$ cat config.mk
export PLATFORM = sky130hd
export DESIGN_NAME = add_two_number_wrapper
export DESIGN_NICKNAME = d
export VERILOG_FILES = /design/src/verilog/add_regs_pkg.sv /design/src/verilog/add_bus_pkg.sv /design/src/verilog/add_operand_bank.sv /design/src/verilog/add_read_tracker.sv /design/src/verilog/add_response_unit.sv /design/src/verilog/add_two_number_wrapper.sv
export SDC_FILE = /design/constraint.sdc
export NUM_CORES = 1
export LEC_CHECK = 0
export BUFFER_PORTS_ARGS = -buffer_cell sky130_fd_sc_hd__buf_2
export CORE_ASPECT_RATIO = 0.75
export CORE_MARGIN = 4
export CORE_UTILIZATION = 45
export DETAILED_ROUTE_END_ITERATION = 6
export GPL_TIMING_DRIVEN = 0
export PLACE_DENSITY = 0.71
export SLEW_MARGIN = 20
export SYNTH_ARGS = -nofsm -noshare
export SYNTH_HDL_FRONTEND = slang
export SYNTH_SLANG_ARGS = --single-unit
$ cat constraint.sdc
create_clock -name clk_i -period 3.39 [get_ports clk_i]
set_clock_uncertainty 0.1 [all_clocks]
set_input_delay 0.5085 -clock clk_i [delete_from_list [all_inputs] [get_ports clk_i]]
set_output_delay 0.5085 -clock clk_i [all_outputs]
set_load 0.01 [all_outputs]
$ cat src/verilog/add_regs_pkg.sv
// Register map of the two-operand adder: data types, offsets, status bits and ID
`default_nettype none

package add_regs_pkg;

  // ------------------------------------------------
  // Widths that carry a meaning
  // ------------------------------------------------

  // One register data word
  typedef logic [31:0] data_word_t;
  // Byte address as seen on the register port
  typedef logic [31:0] reg_addr_t;
  // Word index, address bits 4:2
  typedef logic [2:0]  word_offset_t;

  // ------------------------------------------------
  // Byte offsets of the register map
  // ------------------------------------------------

  // Operands, read and write
  localparam reg_addr_t OFF_OP_A   = 32'h0000_0000;
  localparam reg_addr_t OFF_OP_B   = 32'h0000_0004;
  // Results, read only
  localparam reg_addr_t OFF_SUM    = 32'h0000_0008;
  localparam reg_addr_t OFF_STATUS = 32'h0000_000C;
  localparam reg_addr_t OFF_ID     = 32'h0000_0010;
  // First unmapped byte address
  localparam reg_addr_t ADDR_SPAN  = 32'h0000_0020;

  // Word indices used by the decoders
  localparam word_offset_t WOFF_OP_A   = word_offset_t'(OFF_OP_A >> 2);
  localparam word_offset_t WOFF_OP_B   = word_offset_t'(OFF_OP_B >> 2);
  localparam word_offset_t WOFF_SUM    = word_offset_t'(OFF_SUM >> 2);
  localparam word_offset_t WOFF_STATUS = word_offset_t'(OFF_STATUS >> 2);
  localparam word_offset_t WOFF_ID     = word_offset_t'(OFF_ID >> 2);

  // STATUS bit positions
  localparam int unsigned ST_CARRY_BIT = 0;
  localparam int unsigned ST_OVF_BIT   = 1;

  // Fixed identification word
  localparam data_word_t PERIPH_ID = 32'hADD0_0001;

endpackage

`default_nettype wire

$ cat src/verilog/add_bus_pkg.sv
// Register port structs and the internal path results of the adder peripheral
`default_nettype none

package add_bus_pkg;

  // ------------------------------------------------
  // Register port, as exposed by the coprocessor
  // ------------------------------------------------

  // Single-cycle request, no back-pressure
  typedef struct packed {
    // Strobe, one cycle per request
    logic                   valid;
    // High for write, low for read
    logic                   write;
    // Byte address
    add_regs_pkg::reg_addr_t  addr;
    // Write payload, ignored on reads
    add_regs_pkg::data_word_t wdata;
  } reg_req_t;

  // Response, one cycle after its request
  typedef struct packed {
    logic                     valid;
    // Unmapped, misaligned or read-only access
    logic                     error;
    // Zero on writes and on errors
    add_regs_pkg::data_word_t rdata;
  } reg_rsp_t;

  // ------------------------------------------------
  // Internal results of the two paths
  // ------------------------------------------------

  // Registered outcome of a write, from the operand bank
  typedef struct packed {
    logic done;
    logic error;
  } wr_result_t;

  // Registered read waiting for its data, from the read tracker
  typedef struct packed {
    logic                       pending;
    logic                       error;
    add_regs_pkg::word_offset_t word_offset;
  } rd_pending_t;

endpackage

`default_nettype wire

$ cat src/verilog/add_operand_bank.sv
// Operand bank: decodes register writes and holds the two adder operands
`timescale 1ns/1ps
`default_nettype none

module add_operand_bank (
  input  logic                     clk_i,
  input  logic                     rst_n,
  input  add_bus_pkg::reg_req_t    req,
  output add_regs_pkg::data_word_t op_a,
  output add_regs_pkg::data_word_t op_b,
  output add_bus_pkg::wr_result_t  wr_res
);

  import add_regs_pkg::*;
  import add_bus_pkg::*;

  logic         wr_req;
  word_offset_t wr_offset;
  logic         wr_out_of_span;
  logic         wr_misaligned;
  logic         wr_not_writable;
  logic         wr_error;

  // ------------------------------------------------
  // Write decode
  // ------------------------------------------------

  assign wr_req    = req.valid && req.write;
  assign wr_offset = req.addr[4:2];

  // Anything at or past the span is unmapped
  assign wr_out_of_span = (req.addr >= ADDR_SPAN);
  // Only whole-word accesses are legal
  assign wr_misaligned  = (req.addr[1:0] != 2'b00);
  // SUM, STATUS, ID and the empty words 5..7 take no writes
  assign wr_not_writable = (wr_offset != WOFF_OP_A) && (wr_offset != WOFF_OP_B);

  assign wr_error = wr_out_of_span || wr_misaligned || wr_not_writable;

  // ------------------------------------------------
  // Operand registers
  // ------------------------------------------------

  // A faulty write leaves both operands as they were
  always_ff @(posedge clk_i) begin
    if (!rst_n) begin
      op_a <= '0;
      op_b <= '0;
    end else if (wr_req && !wr_error) begin
      if (wr_offset == WOFF_OP_A) begin
        op_a <= req.wdata;
      end
      if (wr_offset == WOFF_OP_B) begin
        op_b <= req.wdata;
      end
    end
  end

  // Outcome of every write, seen by the response unit one cycle later
  always_ff @(posedge clk_i) begin
    if (!rst_n) begin
      wr_res.done  <= 1'b0;
      wr_res.error <= 1'b0;
    end else begin
      wr_res.done  <= wr_req;
      wr_res.error <= wr_req && wr_error;
    end
  end

endmodule

`default_nettype wire

$ cat src/verilog/add_read_tracker.sv
// Read tracker: registers each read request with its word offset and address check
`timescale 1ns/1ps
`default_nettype none

module add_read_tracker (
  input  logic                     clk_i,
  input  logic                     rst_n,
  input  add_bus_pkg::reg_req_t    req,
  output add_bus_pkg::rd_pending_t rd_pend
);

  import add_regs_pkg::*;
  import add_bus_pkg::*;

  logic rd_req;
  logic rd_error;

  // ------------------------------------------------
  // Read address check
  // ------------------------------------------------

  assign rd_req = req.valid && !req.write;

  // Out of span or not word aligned.
  // Words 5..7 inside the span are legal and read as zero
  assign rd_error = (req.addr >= ADDR_SPAN) || (req.addr[1:0] != 2'b00);

  // ------------------------------------------------
  // Pending entry, lives for one cycle
  // ------------------------------------------------

  // Control bits of the entry
  always_ff @(posedge clk_i) begin
    if (!rst_n) begin
      rd_pend.pending <= 1'b0;
      rd_pend.error   <= 1'b0;
    end else begin
      rd_pend.pending <= rd_req;
      rd_pend.error   <= rd_req && rd_error;
    end
  end

  // Offset is only looked at while pending is set
  always_ff @(posedge clk_i) begin
    if (rd_req) begin
      rd_pend.word_offset <= req.addr[4:2];
    end
  end

endmodule

`default_nettype wire

$ cat src/verilog/add_response_unit.sv
// Response unit: adds the operands, serves reads and merges both paths into one response
`timescale 1ns/1ps
`default_nettype none

module add_response_unit (
  input  add_regs_pkg::data_word_t op_a,
  input  add_regs_pkg::data_word_t op_b,
  input  add_bus_pkg::wr_result_t  wr_res,
  input  add_bus_pkg::rd_pending_t rd_pend,
  output add_bus_pkg::reg_rsp_t    rsp
);

  import add_regs_pkg::*;
  import add_bus_pkg::*;

  logic [32:0] sum_ext;
  data_word_t  sum;
  logic        carry;
  logic        overflow;
  data_word_t  status_word;
  data_word_t  rd_word;

  // ------------------------------------------------
  // Adder
  // ------------------------------------------------

  // One extra bit keeps the unsigned carry
  assign sum_ext = {1'b0, op_a} + {1'b0, op_b};
  assign sum     = sum_ext[31:0];
  assign carry   = sum_ext[32];

  // Same operand signs but a different result sign
  assign overflow = (op_a[31] == op_b[31]) && (sum[31] != op_a[31]);

  always_comb begin
    status_word              = '0;
    status_word[ST_CARRY_BIT] = carry;
    status_word[ST_OVF_BIT]   = overflow;
  end

  // ------------------------------------------------
  // Read data select
  // ------------------------------------------------

  // Operands already include a write from the cycle before
  always_comb begin
    unique case (rd_pend.word_offset)
      WOFF_OP_A:   rd_word = op_a;
      WOFF_OP_B:   rd_word = op_b;
      WOFF_SUM:    rd_word = sum;
      WOFF_STATUS: rd_word = status_word;
      WOFF_ID:     rd_word = PERIPH_ID;
      // Words 5..7 are in span but empty
      default:     rd_word = '0;
    endcase
  end

  // ------------------------------------------------
  // Response merge
  // ------------------------------------------------

  // A write and a read are never pending together,
  // so both flags can simply be ORed
  always_comb begin
    rsp.valid = wr_res.done || rd_pend.pending;
    rsp.error = (wr_res.done && wr_res.error) || (rd_pend.pending && rd_pend.error);
    // Data only for a clean read
    if (rd_pend.pending && !rd_pend.error) begin
      rsp.rdata = rd_word;
    end else begin
      rsp.rdata = '0;
    end
  end

endmodule

`default_nettype wire

$ cat src/verilog/add_two_number_wrapper.sv
// Top level of the adder peripheral on the coprocessor register port
`timescale 1ns/1ps
`default_nettype none

module add_two_number_wrapper (
  // Clock and reset
  input  logic                  clk_i,
  input  logic                  rst_n,
  // Register request from the bus master
  input  add_bus_pkg::reg_req_t req,
  // Response, one cycle after each request
  output add_bus_pkg::reg_rsp_t rsp
);

  import add_regs_pkg::*;
  import add_bus_pkg::*;

  // ------------------------------------------------
  // Internal connections
  // ------------------------------------------------

  // Operand values held by the bank
  data_word_t  op_a;
  data_word_t  op_b;
  // Registered write outcome
  wr_result_t  wr_res;
  // Registered read entry
  rd_pending_t rd_pend;

  // Write path
  add_operand_bank u_operand_bank (
    .clk_i  (clk_i),
    .rst_n  (rst_n),
    .req    (req),
    .op_a   (op_a),
    .op_b   (op_b),
    .wr_res (wr_res)
  );

  // Read path, sees the same request in the same cycle
  add_read_tracker u_read_tracker (
    .clk_i   (clk_i),
    .rst_n   (rst_n),
    .req     (req),
    .rd_pend (rd_pend)
  );

  // Sum, status and the merged response
  add_response_unit u_response_unit (
    .op_a    (op_a),
    .op_b    (op_b),
    .wr_res  (wr_res),
    .rd_pend (rd_pend),
    .rsp     (rsp)
  );

endmodule

`default_nettype wire
# Yosys cells after proc, flatten, opt, wreduce, memory -nomap -nowiden
# Index checks and enable logic that the tools add are counted.
# word_totals
register_bits,71
in_bits,68
output_inout_bits,34
# classes
n_addsub,1
order_cmp,1
eq_ne,8
muxes,2
n_reduce_logical,23
# ops
cell,count
$pmux W32 S5,1
$add A32 B32 Y33,1
$ge A32 B6 Y1 const B,1
$mux W32,1
$logic_and A1 B1 Y1,10
$eq A3 B1 Y1 const B,2
$eq A3 B2 Y1 const B,2
$logic_not A3 Y1,2
$logic_or A1 B1 Y1,4
$reduce_and A2 Y1,2
$eq A3 B3 Y1 const B,1
$logic_not A1 Y1,3
$ne A3 B1 Y1 const B,1
$reduce_bool A3 Y1,1
$reduce_bool A2 Y1,1
$eq A1 B1 Y1,1
$ne A1 B1 Y1,1

# Depth between registers and ports, before layout
# depth
word_depth,6
mapped_depth,10
mapped_depth_nobuf,10

# Modules after synthesis
# A second synthesis with hierarchy kept.
# unflattened
cells_unflattened,645
hier_area_um2,5328.9
# by_module_without_submodules
mod,n_inst,cells_per_inst,area_each_um2,seq_area_each_um2
add_operand_bank,1,260,2612.5,1321.3
add_response_unit,1,367,2488.6,0.0
add_read_tracker,1,18,227.7,130.1

# Worst setup path before layout
# Ideal clock, no wire load.
# synth_timing
path_type,flip-flop to output port
startpoint,register u_operand_bank.op_b[0]
endpoint,output port rsp[30] (netlist name)
arrival_ps,2305
setup_slack_ps,476
path_stages_with_launch,11
n_path_buf,0
cell_sequence,dfxtp_1 ha_1 inv_1 fa_1 nor2b_1 o2111ai_1 nand2_1 a31oi_2 o21ai_1 a2111oi_0 or3_1
# synth_lines
item,line,text
start: declaration,add_operand_bank.sv:10,"output add_regs_pkg::data_word_t op_b,"
start signal: assignment,add_operand_bank.sv:54,op_b <= req.wdata;
end: declaration,add_two_number_wrapper.sv:12,output add_bus_pkg::reg_rsp_t rsp

==> metrics <==
hold path start req[36]; Max Slew Vio Count 0; Peak Freq 0.292 GHz; asr flop ratio synth 0%; Vias 5633; Final Worst Setup Slack -0.0368 ns; gr ovfl total 0; die height 102 microns; Sink Count 71; Pleak 0.00297 uW; num rows 34; I/O pin cnt 102; worst stage delay on the critical path 0.37 ns; syn_nets 781; CTS tree built; initial antenna violation count 0; Overall Power 1960 uW; Port-buffer cells 101; Period minus WS final 3.43 ns; die area 0.0136 sq mm; CP max FO 3; Syn Area/Cell 7.83 sq um; failing checks negative setup slack; HP Class primary input to register; final worst path period share 101%; CP Cell Sequence ha_4 > inv_1 > fa_2 > nor2b_4 > o2111ai_2 > nand2_2 > buf_4 > a31oi_1 > xnor2_1 > a222oi_1 > nor2_1 > buf_2; hold violation count in the final report 0; wire per inst 17.8 microns; CP top delay family compound AO/OA/AOI/OAI gates; gr usage total 24.5%; DRC 0; CP Data Required Time 2.78 ns; DRT antenna net count 0; CTS Buffer Depth 2; crit path DAT 2.82 ns; GP Congestion 0.973; final setup vio count 3; vias in the first global route 5357; Initial DRC Count 401; Crit Path Class register to output port; placed cells 943; Post-Layout Inst Area 0.00683 sq mm; # fillers 1061; unrepaired setup endpoints after global routing true; Finished Layout Cells 973; Final Util 59.0%; Slew @ Worst Pin 0.660 ns; area grow syn2layout 28.3%; Die X-Extent 134 microns; First-pass DRT Iterations 5; largest net degree at the start of global routing 13; H-tree levels 3; Inserted Clock Buffers 9; Slew HR 56.0%; CP Launch Type register; register area 0.00147 sq mm; PwrDens 287 mW/mm^2; warning count from the yosys run 0; Vias per Instance 5.79; commonest non-fill, non-tap cell in the layout buf_2; Initial Util 46.0%; sequential share of the synthesized area 27.3%; Seq cells post-synth 71; most frequent cells in the layout 123 x buf_2, 99 x nand2_1, 57 x dfxtp_1; worst path buffer plus inverter count 3; ratio of cells with drive above 1 in the final layout 26.9%; Clk Latency, worst-skew pair 0.35 ns; Mapped Cells 680; Max Cap Violations 0; outcome finished, violations left; slowest CP cell dfxtp_4; Worst setup EP type output port; first-pass GRT wire length 26600 microns; ant diodes 0; Synth Flop Type dfxtp_1; Cell Area, Placed 0.00603 sq mm; Max IR drop VDD 249 uV; clock slew at the register clock pins of the worst setup and hold paths 0.06 ns; Unique masters post-synth 65; worst setup path start u_operand_bank.op_b[0]$_SDFFE_PN0P_; number of synthesized flops with an enable pin 3; hpwl dp 12700 microns; final net count 907; root buf cell clkbuf_16; Core ar. 0.0116 sq mm; Multi-input gate area 0.00396 sq mm; WHS 0.265 ns; Routed WL 17300 microns; Cell Area, Synth 0.00532 sq mm; Critical R2R Launch u_operand_bank.op_b[6]$_SDFFE_PN0P_
## timing repair
action	4_1_cts	5_1_grt
setup endpoints to repair	19	22
pin swaps	12	33
buffers inserted	4	13
hold buffers	0	0
gates cloned	0	0
resized for setup	27	57
## cell families (layout without fill, tap and decap cells)
family / after synthesis / count (layout) / share of synthesized area (%)
AND/OR/NAND/NOR: 266 / 266 / 23.7
AO/OA/AOI/OAI: 191 / 191 / 25.3
flip-flops: 71 / 71 / 27.3
buffers and inverters: 56 / 187 / 4.56
multiplexers: 38 / 38 / 7.15
adder cells (fa/ha/maj): 33 / 33 / 7.90
XOR/XNOR: 25 / 25 / 4.11
## state kept, by name, indices dropped and copies added, names as in the netlist
signal                  flops
u_operand_bank.op_a        32
u_operand_bank.op_b        32
u_read_tracker.rd_pend      5
u_operand_bank.wr_res       2
## power breakdown
part           total, uW  internal, uW  switching (uW)
registers            845           842            2.33
clock network        975           609             367
logic                139          58.5            80.7
## cell type report
type | count | share of cell area (%)
Clock buffer | 13 | 3.81
Tap cell | 162 | 2.97
Sequential cell | 71 | 21.6
Clock inverter | 3 | 0.623
Buffer | 45 | 3.19
Multi-Input combinational cell | 553 | 58.0
Inverter | 8 | 0.440
Timing Repair Buffer | 118 | 9.39
## cell usage after synthesis, types with 4 or more instances
master | number | share of area [%]
buf_2 | 23 | 2.2
nor2b_1 | 41 | 4.8
o21a_1 | 9 | 1.3
a21o_1 | 17 | 2.4
ha_1 | 32 | 7.5
nand2_1 | 100 | 7.1
a21oi_1 | 37 | 3.5
nand4_1 | 12 | 1.4
a22oi_1 | 14 | 2.0
nand3_1 | 16 | 1.5
nor3_1 | 12 | 1.1
o21ai_0 | 18 | 1.7
a222oi_1 | 7 | 1.3
nor2_1 | 55 | 3.9
o21bai_1 | 4 | 0.56
dfxtp_1 | 68 | 26
xor2_1 | 9 | 1.5
inv_1 | 8 | 0.56
nor4_1 | 6 | 0.71
a21boi_1 | 31 | 4.4
a31oi_1 | 7 | 0.82
and3_1 | 7 | 0.82
xnor2_1 | 16 | 2.6
o22ai_1 | 15 | 1.8
mux2i_1 | 38 | 7.1
clkbuf_1 | 22 | 1.6
## final timing paths
check | depth (start not counted) | endpoint | slack (ns)
setup reg to reg | 2 | u_operand_bank.op_b[6]$_SDFFE_PN0P_ | 2.60
setup / recovery | 12 | rsp[8] | -0.04
hold reg to reg | 2 | u_operand_bank.op_a[10]$_SDFFE_PN0P_ | 0.36
hold / removal | 1 | u_read_tracker.rd_pend[2]$_DFFE_PP_ | 0.27
## layer usage
layer  share of wire, %  track usage, %
met1                 47            33.9
met2                 43            38.6
met3                7.2            4.87
met4                2.3            7.98
met5                  0               0
## through the flow
step                      setup slack (ns)  setup TNS [ns]
after floorplan                      0.476               0
after global placement             -0.0967         -0.0967
after detailed placement            -0.107          -0.107
after CTS                          -0.0307         -0.0307
after global routing                -0.107          -0.588
final                              -0.0368         -0.0505
Power figures use the tool's default switching activity.
